==> src/source/cache_defs.svh <==
// cache geometry macros
`ifndef CACHE_DEFS_SVH
`define CACHE_DEFS_SVH

// set organization
`define CACHE_NUM_WAYS        4   // ways per set
`define CACHE_NUM_SETS        16  // sets in the cache

// line layout
`define CACHE_WORD_WIDTH      32  // bits per word
`define CACHE_WORDS_PER_LINE  4   // words per line

// word address = {tag, set, word offset}
`define CACHE_TAG_WIDTH       10
`define CACHE_ADDR_WIDTH      16

// requester tag carried through the pipe
`define CACHE_ID_WIDTH        8

`endif

==> src/source/cache_pkg.sv <==
// cache type package
`default_nettype none
`include "cache_defs.svh"

package cache_pkg;

  typedef logic [$clog2(`CACHE_NUM_WAYS)-1:0]       way_index_t;
  typedef logic [$clog2(`CACHE_NUM_SETS)-1:0]       set_index_t;
  typedef logic [$clog2(`CACHE_WORDS_PER_LINE)-1:0] word_offset_t; // word inside a line
  typedef logic [`CACHE_TAG_WIDTH-1:0]              tag_t;
  typedef logic [`CACHE_WORD_WIDTH-1:0]             word_t;
  typedef word_t [`CACHE_WORDS_PER_LINE-1:0]        line_t;
  typedef logic [`CACHE_NUM_WAYS-1:0]               way_vec_t;  // one bit per way

  typedef enum logic [1:0] {RD_LU, WR_LU, FILL_LU} lookup_op_t;
  typedef enum logic [1:0] {HIT, MISS, FILL} lookup_result_t;
  typedef enum logic {FILL_REQ_OP, DIRTY_EVICT_OP} fm_op_t;

  // per way, per set state
  typedef struct packed {
    logic valid;
    logic modified;
    logic mru;
    tag_t tag;
  } way_meta_t;

  // pipe bus, one lookup
  typedef struct packed {
    logic                                  valid;
    lookup_op_t                            op;
    tag_t                                  tag;
    set_index_t                            set;
    word_offset_t                          word;
    word_t                                 wr_word;    // write data
    line_t                                 fill_line;  // fill data
    logic [`CACHE_ID_WIDTH-1:0]            id;
    way_vec_t                              hit;        // filled in q2
    way_vec_t                              victim;     // filled in q2
    way_meta_t [`CACHE_NUM_WAYS-1:0]       meta;       // set state before the update
  } lookup_t;

endpackage

`default_nettype wire

==> src/source/way_bus_if.sv <==
// per way array bus
`timescale 1ns/1ps
`default_nettype none
`include "cache_defs.svh"

interface way_bus_if;
  import cache_pkg::*;

  // q1 metadata read, same set on every way
  logic                             meta_rd_en;
  set_index_t                       meta_rd_set;
  way_meta_t [`CACHE_NUM_WAYS-1:0]  meta_rd;     // one slice per way
  // q2 metadata write, set comes from the q2 lookup
  logic                             meta_wr_en;
  way_meta_t [`CACHE_NUM_WAYS-1:0]  meta_wr;
  // q2 line read, only the selected way
  way_vec_t                         line_rd_en;
  set_index_t                       line_rd_idx;
  line_t [`CACHE_NUM_WAYS-1:0]      line_rd;
  // q3 line write
  way_vec_t                         line_wr_en;
  set_index_t                       line_wr_idx;
  line_t                            line_wr;

  modport decode  (output meta_rd_en, meta_rd_set);
  modport way     (input  meta_rd_en, meta_rd_set, meta_wr_en, meta_wr,
                          line_rd_en, line_rd_idx, line_wr_en, line_wr_idx, line_wr,
                   output meta_rd, line_rd);
  modport select  (input  meta_rd,
                   output meta_wr_en, meta_wr, line_rd_en, line_rd_idx);
  modport respond (input  line_rd,
                   output line_wr_en, line_wr_idx, line_wr);

endinterface

`default_nettype wire

==> src/source/way_select.sv <==
// q2 tag select and set update
`timescale 1ns/1ps
`default_nettype none
`include "cache_defs.svh"

module way_select (
  input  logic                clk,
  input  logic                rst,
  input  cache_pkg::lookup_t  lookup_q2,
  input  cache_pkg::way_vec_t hit,
  way_bus_if.select           ways,
  output cache_pkg::lookup_t  lookup_q3
);
  import cache_pkg::*;

  way_meta_t [`CACHE_NUM_WAYS-1:0] old_meta;
  way_vec_t old_valid, old_mru, old_mod;
  way_vec_t victim;      // one hot, fills only
  way_vec_t access;      // way touched by this lookup
  way_vec_t new_valid, new_mru, new_mod;
  logic     is_fill;
  lookup_t  lookup_d;

  // lowest set bit
  function automatic way_vec_t first_one(input way_vec_t v);
    return v & (~v + 1'b1);
  endfunction

  assign old_meta = ways.meta_rd;
  assign is_fill  = lookup_q2.valid && (lookup_q2.op == FILL_LU);

  always_comb begin
    for (int w = 0; w < `CACHE_NUM_WAYS; w++) begin
      old_valid[w] = old_meta[w].valid;
      old_mru[w]   = old_meta[w].mru;
      old_mod[w]   = old_meta[w].modified;
    end
  end

  //==========================================================
  // victim allocation
  //==========================================================
  always_comb begin
    victim = '0;
    if (is_fill) begin
      // free way first, else first non mru way (flip keeps one)
      victim = (~old_valid != '0) ? first_one(~old_valid) : first_one(~old_mru);
    end
  end

  assign access = is_fill ? victim : hit;

  //==========================================================
  // set state update
  //==========================================================
  always_comb begin
    new_valid = old_valid;
    new_mru   = old_mru;
    new_mod   = old_mod;
    if (lookup_q2.valid && (lookup_q2.op == RD_LU)) begin
      new_mru = old_mru | hit;              // read hit, no change on miss
    end
    if (lookup_q2.valid && (lookup_q2.op == WR_LU)) begin
      new_mru = old_mru | hit;
      new_mod = old_mod | hit;              // line now dirty
    end
    if (is_fill) begin
      new_mru   = old_mru | victim;
      new_valid = old_valid | victim;
      new_mod   = old_mod & ~victim;        // fill data is clean
    end
    // all mru, keep only the accessed way
    if ((&new_mru) && (access != '0)) new_mru = access;
  end

  always_comb begin
    for (int w = 0; w < `CACHE_NUM_WAYS; w++) begin
      ways.meta_wr[w].valid    = new_valid[w];
      ways.meta_wr[w].modified = new_mod[w];
      ways.meta_wr[w].mru      = new_mru[w];
      ways.meta_wr[w].tag      = victim[w] ? lookup_q2.tag : old_meta[w].tag;
    end
  end

  assign ways.meta_wr_en  = lookup_q2.valid && (access != '0); // misses leave the set alone

  // line read of the hit or victim way, old line for a dirty evict
  assign ways.line_rd_en  = lookup_q2.valid ? access : '0;
  assign ways.line_rd_idx = lookup_q2.set;

  //==========================================================
  // q3 register
  //==========================================================
  always_comb begin
    lookup_d        = lookup_q2;
    lookup_d.hit    = hit;
    lookup_d.victim = victim;
    lookup_d.meta   = old_meta;   // evict needs the old tag
  end

  always_ff @(posedge clk) begin
    lookup_q3 <= lookup_d;
    if (rst) lookup_q3.valid <= 1'b0;
  end

endmodule

`default_nettype wire
==> src/flat_wrapper.sv <==
// flat-port wrapper written by rule: the top's interface ports become plain ports
module way_select_flat import cache_pkg::*;
  (clk, rst, lookup_q2, hit, lookup_q3, ways_meta_rd, ways_meta_wr_en, ways_meta_wr, ways_line_rd_en, ways_line_rd_idx);
  way_bus_if ways_i ();
  input  logic clk;
  input  logic rst;
  input  cache_pkg::lookup_t lookup_q2;
  input  cache_pkg::way_vec_t hit;
  output cache_pkg::lookup_t lookup_q3;
  input wire logic [$bits(ways_i.meta_rd)-1:0] ways_meta_rd;
  output wire logic [$bits(ways_i.meta_wr_en)-1:0] ways_meta_wr_en;
  output wire logic [$bits(ways_i.meta_wr)-1:0] ways_meta_wr;
  output wire logic [$bits(ways_i.line_rd_en)-1:0] ways_line_rd_en;
  output wire logic [$bits(ways_i.line_rd_idx)-1:0] ways_line_rd_idx;
  assign ways_i.meta_rd = ways_meta_rd;
  assign ways_meta_wr_en = ways_i.meta_wr_en;
  assign ways_meta_wr = ways_i.meta_wr;
  assign ways_line_rd_en = ways_i.line_rd_en;
  assign ways_line_rd_idx = ways_i.line_rd_idx;
  way_select u_core (.clk(clk), .rst(rst), .lookup_q2(lookup_q2), .hit(hit), .ways(ways_i), .lookup_q3(lookup_q3));
endmodule
==> config.mk <==
export PLATFORM = sky130hd
export DESIGN_NAME = way_select_flat
export DESIGN_NICKNAME = d
export VERILOG_FILES = /design/src/source/cache_pkg.sv /design/src/source/way_bus_if.sv /design/src/source/way_select.sv /design/src/flat_wrapper.sv
export VERILOG_INCLUDE_DIRS = /design/src /design/src/source
export SDC_FILE = /design/constraint.sdc
export NUM_CORES = 1
export LEC_CHECK = 0
export ABC_AREA = 1
export BUFFER_PORTS_ARGS = -buffer_cell sky130_fd_sc_hd__buf_2
export CAP_MARGIN = 20
export CORE_AREA = 2 2 241 243
export DETAILED_ROUTE_END_ITERATION = 10
export DIE_AREA = 0 0 243 245
export GPL_ROUTABILITY_DRIVEN = 0
export HOLD_SLACK_MARGIN = 0.03
export PLACE_DENSITY = 0.38
export SYNTH_ARGS = -nofsm -noshare
export SYNTH_HDL_FRONTEND = slang
export SYNTH_SLANG_ARGS = --single-unit
==> constraint.sdc <==
create_clock -name clk -period 1.4 [get_ports clk]
set_input_delay 0.07 -clock clk [delete_from_list [all_inputs] [get_ports clk]]
set_output_delay 0.07 -clock clk [all_outputs]
set_load 0.005 [all_outputs]
=== After elaboration in Yosys (flattened, before gate mapping) ===
Cells that the tools add are included.

* Register bits after elaboration: 247
* Logic and storage cells: 69

* Add/sub/neg operators: 2
* Equal/unequal tests: 2
* Muxes and demuxes: 15
* Bitwise operators: 12
* Reductions and logical operators: 9

{| class="wikitable"
|+ Operator list
! kind !! number
|-
| 4-bit 2-to-1 mux || 11
|-
| 10-bit 2-to-1 mux || 4
|-
| 4-bit inverter || 5
|-
| 4-bit OR || 4
|-
| 4-bit bitwise AND || 3
|-
| 4-bit by 1-bit adder with 4-bit output, second input constant || 2
|-
| 4-bit nonzero test || 2
|-
| 1-bit logical AND || 5
|-
| 4-bit AND reduction || 1
|-
| 2-bit by 1-bit equality test with 1-bit output, second input constant || 1
|-
| 2-bit equality test, second input constant || 1
|-
| 2-bit zero test || 1
|}

=== Longest topological paths before layout ===
Gate-level depths: netlist of the first run.

* Depth after elaboration: 11
* Mapped depth: 10
* Depth with buffers taken out: 10

=== Worst setup path after synthesis of the first run ===
No wires, ideal clock.

* Kind: input -> output
* Start point: input ways_meta_rd[38]
* End point: output ways_meta_wr[10]
* Arrival time: 0.966 ns
* Data required time: 1.330 ns
* Setup slack: 0.364 ns
* Cell stages on the path: 9
* Buffers on the path: 0
* Cells stage by stage: nand2_1 > o21ai_0 > nand3_2 > nand2_1 > nor2_1 > nand2_1 > nand2_2 > nand2_1 > nand2_1

* Cells in the longest elaborated chain, start to end: 11
* Elaborated cells on any way between the ends: 14

{| class="wikitable"
|+ Ends and longest elaborated chain
! what !! line !! RTL
|-
| start: declaration || flat_wrapper.sv:10 || <nowiki>input wire logic [$bits(ways_i.meta_rd)-1:0] ways_meta_rd;</nowiki>
|-
| 4-bit inverter (*) || way_select.sv:47 || <nowiki>victim = (~old_valid != '0) ? first_one(~old_valid) : first_one(~old_mru);</nowiki>
|-
| 4-bit inverter || way_select.sv:26 || <nowiki>return v & (~v + 1'b1);</nowiki>
|-
| 4-bit by 1-bit adder with 4-bit output || way_select.sv:26 ||
|-
| 4-bit bitwise AND || way_select.sv:26 ||
|-
| 4-bit 2-to-1 mux (*) || way_select.sv:47 ||
|-
| 4-bit 2-to-1 mux (*) || way_select.sv:45 || <nowiki>if (is_fill) begin</nowiki>
|-
| 4-bit OR || way_select.sv:68 || <nowiki>new_mru = old_mru | victim;</nowiki>
|-
| 4-bit 2-to-1 mux || way_select.sv:67 || <nowiki>if (is_fill) begin</nowiki>
|-
| 4-bit AND reduction || way_select.sv:73 || <nowiki>if ((&new_mru) && (access != '0)) new_mru = access;</nowiki>
|-
| 1-bit logical AND || way_select.sv:73 ||
|-
| 4-bit 2-to-1 mux (*) || way_select.sv:73 ||
|-
| end: declaration || flat_wrapper.sv:12 || <nowiki>output wire logic [$bits(ways_i.meta_wr)-1:0] ways_meta_wr;</nowiki>
|}

Every way passes the cells marked *; elsewhere a longest branch is shown, timed or not.

=== Worst setup path in the final report of the first run ===
* Start point: input lookup_q2[245] (netlist name)
* End point: output ways_meta_wr[36]

* Cells in the longest elaborated chain, start to end: 8
* Elaborated cells on any way between the ends: 16

{| class="wikitable"
|+ Ends and longest elaborated chain
! what !! line !! RTL
|-
| start: declaration || flat_wrapper.sv:7 || <nowiki>input cache_pkg::lookup_t lookup_q2;</nowiki>
|-
| 2-bit equality test or 2-bit zero test (tied branches) || way_select.sv:30, way_select.sv:60 ||
|-
| 1-bit logical AND, on equally long branches || way_select.sv:30, way_select.sv:60 ||
|-
| 4-bit 2-to-1 mux, on equally long branches || way_select.sv:45, way_select.sv:60 ||
|-
| 4-bit OR or 4-bit 2-to-1 mux (tied branches) || way_select.sv:68, way_select.sv:63 ||
|-
| 4-bit 2-to-1 mux || way_select.sv:67 ||
|-
| 4-bit AND reduction || way_select.sv:73 ||
|-
| 1-bit logical AND || way_select.sv:73 ||
|-
| 4-bit 2-to-1 mux (*) || way_select.sv:73 ||
|}

Marks and branches as above.

==> results of run 1 <==
[metal layers]
layer	wire length, um	global-route usage	part of all wire
met1	11860	0.1057	0.39
met2	14620	0.1676	0.48
met3	3030	0.04024	0.099
met4	965	0.03067	0.032
met5	23	0	0.00075
[through the flow]
step | instances | setup TNS [ps] | area [sq um] | hold WS (ps)
4_1_cts | 2089 | -32.91 | 13310 | -391.3
3_3_place_gp | 1789 | -736.5 | 9821 | 172.1
2_1_floorplan | 446 | 0 | 5863 | 97.72
5_1_grt | 2090 | -165.2 | 13460 | -373.6
6_report | 2091 | 0 | 13460 | -342.4
3_5_place_dp | 1789 | -566.8 | 9821 | 173.6
[cells in the mapped netlist, drive strengths merged]
cell type / count
a21oi: 6
buf: 4
clkbuf: 8
clkinv: 1
dfxtp: 247
inv: 29
nand2: 80
nand3: 11
nand4: 2
nor2: 9
o21a: 1
o21ai: 46
or2: 2
[power groups by stage]
| stage | Clock [mW] | Sequential (mW) | Combinational (mW) |
|---|---|---|---|
| finish | 8.00 | 7.51 | 1.93 |
| global route | 8.64 | 7.54 | 2.10 |
| CTS | 8.33 | 7.51 | 1.91 |
| detailed placement | 0 | 7.66 | 1.35 |
| global placement | 0 | 7.66 | 1.36 |
| floorplan | 0 | 7.71 | 0.198 |
[how the worst max path moves through the flow]
stage	to	from	slack (ps)
after floorplan	ways_meta_wr[10]	ways_meta_rd[38]	360
after global placement	ways_meta_wr[10]	ways_meta_rd[12]	-130
after detailed placement	ways_meta_wr[36]	ways_meta_rd[12]	-90
after CTS	ways_meta_wr[36]	lookup_q2[244]	-10
after global routing	ways_meta_wr[49]	lookup_q2[244]	-50
final	ways_meta_wr[36]	lookup_q2[245]	60
[final cells by class]
cell class,count,share of cell area
Timing Repair Buffer,837,0.4130
Antenna cell,1,0.0001859
Inverter,30,0.008924
Clock buffer,45,0.06284
Clock inverter,9,0.01218
Tap cell,765,0.07111
Sequential cell,247,0.3674
Multi-Input combinational cell,157,0.06442
[cells by family (layout without fill, tap and decap cells)]
logic type,after synthesis,in the layout,synth area share
and+or+nand+nor,104,104,0.08130
buffers and inverters,42,921,0.02966
AOI/OAI and AO/OA,53,53,0.04567
other,0,1,0
DFF,247,247,0.8434
[repair_timing]
item | 4_1_cts | 5_1_grt
pin swaps | 2 | 20
endpoints found under the setup margin | 12 | 15
endpoints found under the hold margin | 243 | 1
gates resized for setup | 10 | 37
buffers inserted | 3 | 1
==> results_tabular.tex, run 1 <==
\begin{tabular}{lr}
\hline
Metric & Value \\
\hline
\multicolumn{2}{l}{\textbf{Outcome}} \\
Status & complete, but fails checks \\
Failing checks & negative hold slack \\
\multicolumn{2}{l}{\textbf{Yosys}} \\
Distinct cells, synth & 18 \\
Number of flip-flops and latches in the synthesized netlist & 247 \\
Netlist Area Pre-Place & 5863 sq um \\
Sequential fraction of the synthesis area & 0.8434 \\
Post-synthesis cell type with the largest combined area & sky130\_fd\_sc\_hd\_\_dfxtp\_1 \\
Top cells by area in the synthesized netlist & sky130\_fd\_sc\_hd\_\_dfxtp\_1, sky130\_fd\_sc\_hd\_\_nand2\_1, sky130\_fd\_sc\_hd\_\_o21ai\_0 \\
Proportion of netlist area held by the largest area contributor & 0.8434 \\
Post-Synthesis Net Count & 751 \\
Count of warnings emitted by yosys & 0 \\
Cells after Synth & 446 \\
Post-synthesis area per instance & 13.15 sq um \\
\multicolumn{2}{l}{\textbf{Worst setup path}} \\
List of cells traversed by the critical path & buf\_2, nand3\_4, nor2\_4, nand2\_4, nand2\_4, nand2\_4, nor2\_4, nand2\_2, nand2\_1, nand2\_1, buf\_2 \\
WP data arrival & 1270 ps \\
Kind of critical path & in -> out \\
Crit path max-delay cell type & sky130\_fd\_sc\_hd\_\_nor2\_4 \\
Required time of the critical path & 1330 ps \\
Slowest stage delay, CP & 180 ps \\
Buf+Inv Stages, Crit Path & 2 \\
Largest delay share family, worst path & simple AND/OR/NAND/NOR gates \\
Cell count along the critical path & 11 \\
Setup crit start kind & input port \\
Kind of end point of the critical path & primary output \\
Worst path most repeated cell & sky130\_fd\_sc\_hd\_\_nand2\_4 \\
Highest net fanout along the worst path & 5 \\
\multicolumn{2}{l}{\textbf{Drt}} \\
Total routed wirelength & 30500 um \\
Vias/cell & 3.094 \\
Total DRC errors in the routed layout & 0 \\
Average wire length per cell after detail routing & 14.59 um \\
Routed via count & 6470 \\
Number of optimization iterations in the first detailed-route pass & 4 \\
Antenna viol nets, final & 0 \\
DR iter-0 viols & 155 \\
\multicolumn{2}{l}{\textbf{Global route}} \\
Initial antenna violation count & 3 \\
Number of global-route vias before repair & 7038 \\
Global route total overflow & 0 \\
Largest net degree at the start of global routing & 17 \\
Total track usage & 0.09619 \\
Global-route wire length before repair & 42870 um \\
\multicolumn{2}{l}{\textbf{Placed design}} \\
Dpl hpwl & 23100 um \\
Port Buffers & 552 \\
Post-placement setup slack & -93.31 ps \\
\multicolumn{2}{l}{\textbf{Layout}} \\
Max FFs per register & 247 \\
Most common cell after layout, fill and taps aside & sky130\_fd\_sc\_hd\_\_buf\_2 \\
Storage cell area & 4945 sq um \\
Final net count & 1607 \\
Fraction of final layout cells with drive strength greater than 1 & 0.5079 \\
Most flop-heavy register & u\_core.lookup\_q3 \\
Area overhead of the layout relative to synthesis & 129.6\% \\
Layout Utilization & 0.2360 \\
Largest regs & u\_core.lookup\_q3: 247 flops \\
Most used cells in the layout excluding fill and tap cells & sky130\_fd\_sc\_hd\_\_buf\_2, sky130\_fd\_sc\_hd\_\_dfxtp\_1, sky130\_fd\_sc\_hd\_\_dlygate4sd3\_1 \\
Multi-input combinational cell area & 867.1 sq um \\
Filler cell count & 6189 \\
\multicolumn{2}{l}{\textbf{Clocking}} \\
CTS Buf Count & 29 \\
Count of clock tree sinks & 247 \\
Buffers from clock root to sink, at most & 3 \\
Clock tree from TritonCTS & yes \\
Post-cts hold buffer count & 243 \\
Master cell of the clock root buffer & sky130\_fd\_sc\_hd\_\_clkbuf\_16 \\
H-tree lvl count & 1 \\
Clock-pin slew on the worst setup and hold paths & 60 ps \\
\multicolumn{2}{l}{\textbf{Die}} \\
Area of the core & 57030 sq um \\
X dimension of the die & 243 um \\
Vertical die dimension & 245 um \\
Placement Rows & 88 \\
Total die area & 59540 sq um \\
I/O Pins & 613 \\
Starting utilization of the core area & 0.1028 \\
\multicolumn{2}{l}{\textbf{Power and ir drop}} \\
Largest voltage drop on the vdd net & 0.8972 mV \\
Part of the total power dissipated in the clock network & 0.459 \\
Final Total Pwr & 17.44 mW \\
Internal Dissipation & 13.45 mW \\
Switching fraction of total power & 0.2288 \\
P\_sw & 3.990 mW \\
Power density cells & 1296 nW/um\^{}2 \\
Leak Pwr & 6.588 nW \\
Share of power burned in registers & 0.430 \\
Proportion of power drawn by combinational gates & 0.111 \\
\multicolumn{2}{l}{\textbf{Timing}} \\
Rel. slew slack & 0.8296 \\
Crit path time final & 1337 ps \\
Worst Hold Slack & -342.4 ps \\
Number of hold-slack violations in the final timing report & 1 \\
Count of final setup violators & 0 \\
Final Slew Violations & 0 \\
Unrepaired setup endpoints after global routing & true \\
Actual transition at the worst max-transition pin & 255.3 ps \\
F\_max & 748.2 MHz \\
Final period utilization & 0.9547 \\
Minimum setup slack in the final design & 63.43 ps \\
\multicolumn{2}{l}{\textbf{Hold path}} \\
Cell depth of the worst hold path & 1 \\
Capture endpoint of the worst hold path & u\_core.lookup\_q3[245] \\
HP Class & in -> reg \\
Hold path startpoint & lookup\_q2[245] \\
\multicolumn{2}{l}{\textbf{Flow run}} \\
MaxCap Viol Count & 0 \\
\hline
\end{tabular}
Note: power is estimated with default switching activity, not from simulation.
==> run 2, diff against run 1 <==
Settings changed: CELL_PAD_IN_SITES_DETAIL_PLACEMENT from default to 0, CELL_PAD_IN_SITES_GLOBAL_PLACEMENT from default to 2, CORE_AREA 2 2 241 243 to 2 2 239 241, DIE_AREA 0 0 243 245 to 0 0 241 243, PLACE_DENSITY 0.38 to 0.57.
==> results_tabular.tex, run 2 (synthesis gave the netlist of run 1 again) <==
\begin{tabular}{lr}
\hline
Metric & Value \\
\hline
\multicolumn{2}{l}{\textbf{Outcome}} \\
Status & completed (was complete, but fails checks) \\
\multicolumn{2}{l}{\textbf{Worst setup path}} \\
Setup crit start kind & input port (unchanged) \\
Kind of critical path & in -> out (unchanged) \\
Highest net fanout along the worst path & 7 (was 5) \\
Required time of the critical path & 1330 ps (about the same) \\
WP data arrival & 1330 ps (was 1270 ps) \\
Kind of end point of the critical path & primary output (unchanged) \\
List of cells traversed by the critical path & buf\_8, inv\_4, nand3\_4, nor2\_4, nand2\_4, nand2\_4, nand2\_4, nor2\_4, nand2\_2, nand2\_1, nand2\_1, buf\_2 (was buf\_2, nand3\_4, nor2\_4, nand2\_4, nand2\_4, nand2\_4, nor2\_4, nand2\_2, nand2\_1, nand2\_1, buf\_2) \\
Slowest stage delay, CP & 180 ps (about the same) \\
Worst path most repeated cell & sky130\_fd\_sc\_hd\_\_nand2\_4 (unchanged) \\
Crit path max-delay cell type & sky130\_fd\_sc\_hd\_\_nor2\_4 (unchanged) \\
\multicolumn{2}{l}{\textbf{Drt}} \\
Total DRC errors in the routed layout & 0 (unchanged) \\
Antenna viol nets, final & 0 (unchanged) \\
Total routed wirelength & 32150 um (was 30500 um) \\
Routed via count & 6442 (was 6470) \\
Average wire length per cell after detail routing & 15.50 um (was 14.59 um) \\
Vias/cell & 3.106 (was 3.094) \\
DR iter-0 viols & 126 (was 155) \\
Number of optimization iterations in the first detailed-route pass & 4 (unchanged) \\
\multicolumn{2}{l}{\textbf{Timing}} \\
Crit path time final & 1396 ps (was 1337 ps) \\
Actual transition at the worst max-transition pin & 289.2 ps (was 255.3 ps) \\
Unrepaired setup endpoints after global routing & true (unchanged) \\
Minimum setup slack in the final design & 4.374 ps (was 63.43 ps) \\
Final Slew Violations & 0 (unchanged) \\
F\_max & 716.5 MHz (was 748.2 MHz) \\
Count of final setup violators & 0 (unchanged) \\
Rel. slew slack & 0.8070 (was 0.8296) \\
Final period utilization & 0.9969 (was 0.9547) \\
Number of hold-slack violations in the final timing report & 0 (was 1) \\
\multicolumn{2}{l}{\textbf{Layout}} \\
Area overhead of the layout relative to synthesis & 128.1\% (was 129.6\%) \\
Most used cells in the layout excluding fill and tap cells & sky130\_fd\_sc\_hd\_\_buf\_2, sky130\_fd\_sc\_hd\_\_dfxtp\_1, sky130\_fd\_sc\_hd\_\_dlygate4sd3\_1 (unchanged) \\
Max FFs per register & 247 (unchanged) \\
Fraction of final layout cells with drive strength greater than 1 & 0.5110 (was 0.5079) \\
Largest regs & u\_core.lookup\_q3: 247 flops (unchanged) \\
Filler cell count & 6118 (was 6189) \\
Storage cell area & 4945 sq um (unchanged) \\
Final net count & 1599 (was 1607) \\
Most common cell after layout, fill and taps aside & sky130\_fd\_sc\_hd\_\_buf\_2 (unchanged) \\
Most flop-heavy register & u\_core.lookup\_q3 (unchanged) \\
Multi-input combinational cell area & 850.8 sq um (was 867.1 sq um) \\
\multicolumn{2}{l}{\textbf{Power and ir drop}} \\
Final Total Pwr & 17.56 mW (was 17.44 mW) \\
Largest voltage drop on the vdd net & 0.8853 mV (was 0.8972 mV) \\
Power density cells & 1313 nW/um\^{}2 (was 1296 nW/um\^{}2) \\
Leak Pwr & 6.547 nW (was 6.588 nW) \\
\multicolumn{2}{l}{\textbf{Global route}} \\
Initial antenna violation count & 4 (was 3) \\
Largest net degree at the start of global routing & 24 (was 17) \\
Number of global-route vias before repair & 6983 (was 7038) \\
Global route total overflow & 0 (unchanged) \\
Total track usage & 0.1019 (was 0.09619) \\
Global-route wire length before repair & 43480 um (was 42870 um) \\
\multicolumn{2}{l}{\textbf{Placed design}} \\
Dpl hpwl & 24580 um (was 23100 um) \\
Post-placement setup slack & -79.32 ps (was -93.31 ps) \\
Port Buffers & 552 (unchanged) \\
\multicolumn{2}{l}{\textbf{Die}} \\
Vertical die dimension & 243 um (was 245 um) \\
I/O Pins & 613 (unchanged) \\
X dimension of the die & 241 um (was 243 um) \\
Starting utilization of the core area & 0.1048 (was 0.1028) \\
Placement Rows & 87 (was 88) \\
Area of the core & 55950 sq um (was 57030 sq um) \\
Total die area & 58560 sq um (was 59540 sq um) \\
\multicolumn{2}{l}{\textbf{Flow run}} \\
MaxCap Viol Count & 0 (unchanged) \\
\multicolumn{2}{l}{\textbf{Clocking}} \\
H-tree lvl count & 1 (unchanged) \\
CTS Buf Count & 30 (was 29) \\
Clock-pin slew on the worst setup and hold paths & 60 ps (about the same) \\
Master cell of the clock root buffer & sky130\_fd\_sc\_hd\_\_clkbuf\_16 (unchanged) \\
Clock tree from TritonCTS & yes (unchanged) \\
Count of clock tree sinks & 247 (unchanged) \\
Buffers from clock root to sink, at most & 3 (unchanged) \\
\multicolumn{2}{l}{\textbf{Hold path}} \\
HP Class & in -> reg (unchanged) \\
\hline
\end{tabular}
-- run 2: per-stage QoR --
stage	util	hold slack, ps	cell area, sq um	instances	TNS, ps
2_1_floorplan	-	97.72	5863	446	0
4_1_cts	0.2369	82.20	13250	2068	-8.105
5_1_grt	0.2391	107.4	13380	2074	-308.6
6_report	0.2391	130.4	13380	2074	0
3_5_place_dp	0.1736	173.6	9714	1769	-302.6
3_3_place_gp	0.1736	172.4	9714	1769	-329.2
-- run 2: where the power goes --
part	switching [mW]	internal [mW]
clock	3.24	4.89
sequential	0.109	7.41
combinational	0.789	1.13
total	4.14	13.4
-- run 2: final timing paths --
path              slack (ps)              from              endpoint  cells after the start
setup / recovery           4    lookup_q2[244]      ways_meta_wr[36]                     12
hold / removal           130  ways_meta_rd[10]  u_core.lookup_q3[52]                      5
-- run 2: cell type report --
type,count,area share
inverter,30,0.008980
clock inverter,20,0.01674
tap,756,0.07072
sequential,247,0.3697
antenna,1,0.0001871
timing repair buffer,828,0.4094
multi-input combinational,157,0.06361
clock buffer,35,0.06062
-- run 2: critical path, delay by kind of cell --
kind / cells / cell delay, ps
buf+inv: 3 / 280
simple gates: 9 / 960
-- run 2: routing by layer --
metal  global-route usage  up-vias  share of wire
met2               0.2057      372           0.54
met5                    0        -        0.00031
met1              0.09543     2926           0.34
met3              0.03230       43          0.094
met4              0.02869        2          0.024
li1                     -     3099              -
-- run 2: repair_timing --
| item | 4_1_cts | 5_1_grt |
|---|---|---|
| setup endpoints to repair | 5 | 17 |
| endpoints found under the hold margin | 243 | 0 |
| gates resized for setup | 22 | 26 |
| hold buffers | 244 | 0 |
| pin swaps | 8 | 14 |
| buffers inserted | 0 | 5 |
==> run 3, diff against run 2 <==
Settings changed: PLACE_DENSITY 0.57 to default, PLACE_DENSITY_LB_ADDON from default to 0.1.
==> results_tabular.tex, run 3 (synthesis gave the netlist of run 1 again) <==
\begin{tabular}{lr}
\hline
Metric & Value \\
\hline
\multicolumn{2}{l}{\textbf{Die}} \\
Vertical die dimension & 243 um (unchanged) \\
I/O Pins & 613 (unchanged) \\
Total die area & 58560 sq um (unchanged) \\
Placement Rows & 87 (unchanged) \\
X dimension of the die & 241 um (unchanged) \\
Starting utilization of the core area & 0.1048 (unchanged) \\
Area of the core & 55950 sq um (unchanged) \\
\multicolumn{2}{l}{\textbf{Hold path}} \\
HP Class & in -> reg (unchanged) \\
Hold path startpoint & lookup\_q2[246] (was ways\_meta\_rd[10]) \\
Capture endpoint of the worst hold path & u\_core.lookup\_q3[246] (was u\_core.lookup\_q3[52]) \\
Cell depth of the worst hold path & 4 (was 5) \\
\multicolumn{2}{l}{\textbf{Layout}} \\
Final design instance area without fill & 13560 sq um (was 13380 sq um) \\
Largest regs & u\_core.lookup\_q3: 247 flops (unchanged) \\
Area overhead of the layout relative to synthesis & 131.2\% (was 128.1\%) \\
Most used cells in the layout excluding fill and tap cells & sky130\_fd\_sc\_hd\_\_buf\_2, sky130\_fd\_sc\_hd\_\_dfxtp\_1, sky130\_fd\_sc\_hd\_\_dlygate4sd3\_1 (unchanged) \\
Max FFs per register & 247 (unchanged) \\
Final net count & 1610 (was 1599) \\
Layout Utilization & 0.2423 (was 0.2391) \\
Fraction of final layout cells with drive strength greater than 1 & 0.5173 (was 0.5110) \\
Storage cell area & 4945 sq um (unchanged) \\
Most common cell after layout, fill and taps aside & sky130\_fd\_sc\_hd\_\_buf\_2 (unchanged) \\
Most flop-heavy register & u\_core.lookup\_q3 (unchanged) \\
Multi-input combinational cell area & 913.4 sq um (was 850.8 sq um) \\
Filler cell count & 6206 (was 6118) \\
Count of non-filler cells in the finished layout & 2090 (was 2074) \\
\multicolumn{2}{l}{\textbf{Worst setup path}} \\
Kind of end point of the critical path & primary output (unchanged) \\
WP data arrival & 1270 ps (was 1330 ps) \\
Start point of the critical path & lookup\_q2[239] (was lookup\_q2[244]) \\
Worst path most repeated cell & sky130\_fd\_sc\_hd\_\_buf\_2 (was sky130\_fd\_sc\_hd\_\_nand2\_4) \\
Crit path max-delay cell type & sky130\_fd\_sc\_hd\_\_dlygate4sd3\_1 (was sky130\_fd\_sc\_hd\_\_nor2\_4) \\
Required time of the critical path & 1330 ps (about the same) \\
List of cells traversed by the critical path & dlygate4sd3\_1, buf\_2, inv\_1, o21ai\_0, buf\_2 (was buf\_8, inv\_4, nand3\_4, nor2\_4, nand2\_4, nand2\_4, nand2\_4, nor2\_4, nand2\_2, nand2\_1, nand2\_1, buf\_2) \\
Kind of critical path & in -> out (unchanged) \\
Slowest stage delay, CP & 570 ps (was 180 ps) \\
Highest net fanout along the worst path & 4 (was 7) \\
Setup crit start kind & input port (unchanged) \\
\multicolumn{2}{l}{\textbf{Drt}} \\
Detail Route met3 WL & 4339 um (was 3019 um) \\
Number of optimization iterations in the first detailed-route pass & 4 (unchanged) \\
Highest layer used for signal routing & met4 (was met5) \\
Antenna viol nets, final & 0 (unchanged) \\
Vias/cell & 3.023 (was 3.106) \\
Average wire length per cell after detail routing & 15.67 um (was 15.50 um) \\
Met1 WL & 10580 um (was 11050 um) \\
Total DRC errors in the routed layout & 0 (unchanged) \\
Routed via count & 6318 (was 6442) \\
DR iter-0 viols & 99 (was 126) \\
Sum of met2 wire segment lengths after detailed routing & 17060 um (was 17300 um) \\
Total routed wirelength & 32760 um (was 32150 um) \\
\multicolumn{2}{l}{\textbf{Clocking}} \\
Count of clock tree sinks & 247 (unchanged) \\
H-tree lvl count & 1 (unchanged) \\
Buffers from clock root to sink, at most & 3 (unchanged) \\
Master cell of the clock root buffer & sky130\_fd\_sc\_hd\_\_clkbuf\_16 (unchanged) \\
Clock-pin slew on the worst setup and hold paths & 50 ps (was 60 ps) \\
Clock tree from TritonCTS & yes (unchanged) \\
CTS Buf Count & 31 (was 30) \\
\multicolumn{2}{l}{\textbf{Global route}} \\
Largest net degree at the start of global routing & 25 (was 24) \\
Total track usage & 0.1048 (was 0.1019) \\
Number of global-route vias before repair & 6661 (was 6983) \\
Global route total overflow & 0 (unchanged) \\
Initial antenna violation count & 5 (was 4) \\
Global-route wire length before repair & 44300 um (was 43480 um) \\
\multicolumn{2}{l}{\textbf{Power and ir drop}} \\
Power density cells & 1290 nW/um\^{}2 (was 1313 nW/um\^{}2) \\
Largest voltage drop on the vdd net & 0.8976 mV (was 0.8853 mV) \\
Final Total Pwr & 17.50 mW (was 17.56 mW) \\
Leak Pwr & 6.615 nW (was 6.547 nW) \\
\multicolumn{2}{l}{\textbf{Timing}} \\
Final period utilization & 0.9538 (was 0.9969) \\
Minimum setup slack in the final design & 64.68 ps (was 4.374 ps) \\
Count of final setup violators & 0 (unchanged) \\
Actual transition at the worst max-transition pin & 403.0 ps (was 289.2 ps) \\
Final Slew Violations & 0 (unchanged) \\
Unrepaired setup endpoints after global routing & true (unchanged) \\
Rel. slew slack & 0.7311 (was 0.8070) \\
Number of hold-slack violations in the final timing report & 0 (unchanged) \\
Worst Hold Slack & 45.39 ps (was 130.4 ps) \\
Crit path time final & 1335 ps (was 1396 ps) \\
Total negative slack & 0 ps (unchanged) \\
F\_max & 748.9 MHz (was 716.5 MHz) \\
\multicolumn{2}{l}{\textbf{Placed design}} \\
Area after DPL & 9774 sq um (was 9714 sq um) \\
Dpl hpwl & 26200 um (was 24580 um) \\
Placed Cells incl. Taps & 1777 (was 1769) \\
Port Buffers & 552 (unchanged) \\
Post-placement setup slack & -171.9 ps (was -79.32 ps) \\
\multicolumn{2}{l}{\textbf{Flow run}} \\
MaxCap Viol Count & 0 (unchanged) \\
\multicolumn{2}{l}{\textbf{Outcome}} \\
Status & completed (unchanged) \\
\hline
\end{tabular}
==> run 3: metal layers <==
metal,GRT usage,up-vias
met3,0.05732,44
met5,0,-
met2,0.2017,315
met1,0.09180,2831
li1,-,3128
met4,0.02869,0
==> run 3: layout make-up <==
| type | count | share of cell area |
|---|---|---|
| Tap cell | 756 | 0.06977 |
| Multi-Input combinational cell | 157 | 0.06737 |
| Sequential cell | 247 | 0.3647 |
| Inverter | 30 | 0.008860 |
| Clock buffer | 52 | 0.07042 |
| Clock inverter | 6 | 0.005353 |
| Antenna cell | 4 | 0.0007383 |
| Timing Repair Buffer | 838 | 0.4127 |
==> run 3: worst max-delay path by stage <==
stage | end | cells after the start
6_report | ways_meta_wr[18] | 5
4_1_cts | ways_meta_wr[10] | 12
5_1_grt | ways_meta_wr[49] | 11
3_3_place_gp | ways_meta_wr[10] | 12
3_5_place_dp | ways_meta_wr[21] | 9
2_1_floorplan | ways_meta_wr[10] | 9
==> run 3: what timing repair did <==
item                                    CTS  global route
endpoints found under the setup margin    9            17
buffers inserted                          2             6
pin swaps                                14            15
hold buffers                            243             0
resized for setup                        41            44
endpoints found under the hold margin   243             0
==> run 3: worst max-delay path, delay by kind of cell <==
| kind | cells | cell delay [ps] |
|---|---|---|
| AOI/OAI and AO/OA | 1 | 120 |
| buffers and inverters | 4 | 1060 |
==> run 3: report_power, final <==
part | internal [mW] | total, mW | leakage [nW] | switching [mW]
Combinational | 1.18 | 2.02 | 4.03 | 0.839
Sequential | 7.41 | 7.48 | 2.08 | 0.0709
Clock | 4.80 | 8.00 | 0.503 | 3.20
Total | 13.4 | 17.5 | 6.62 | 4.11
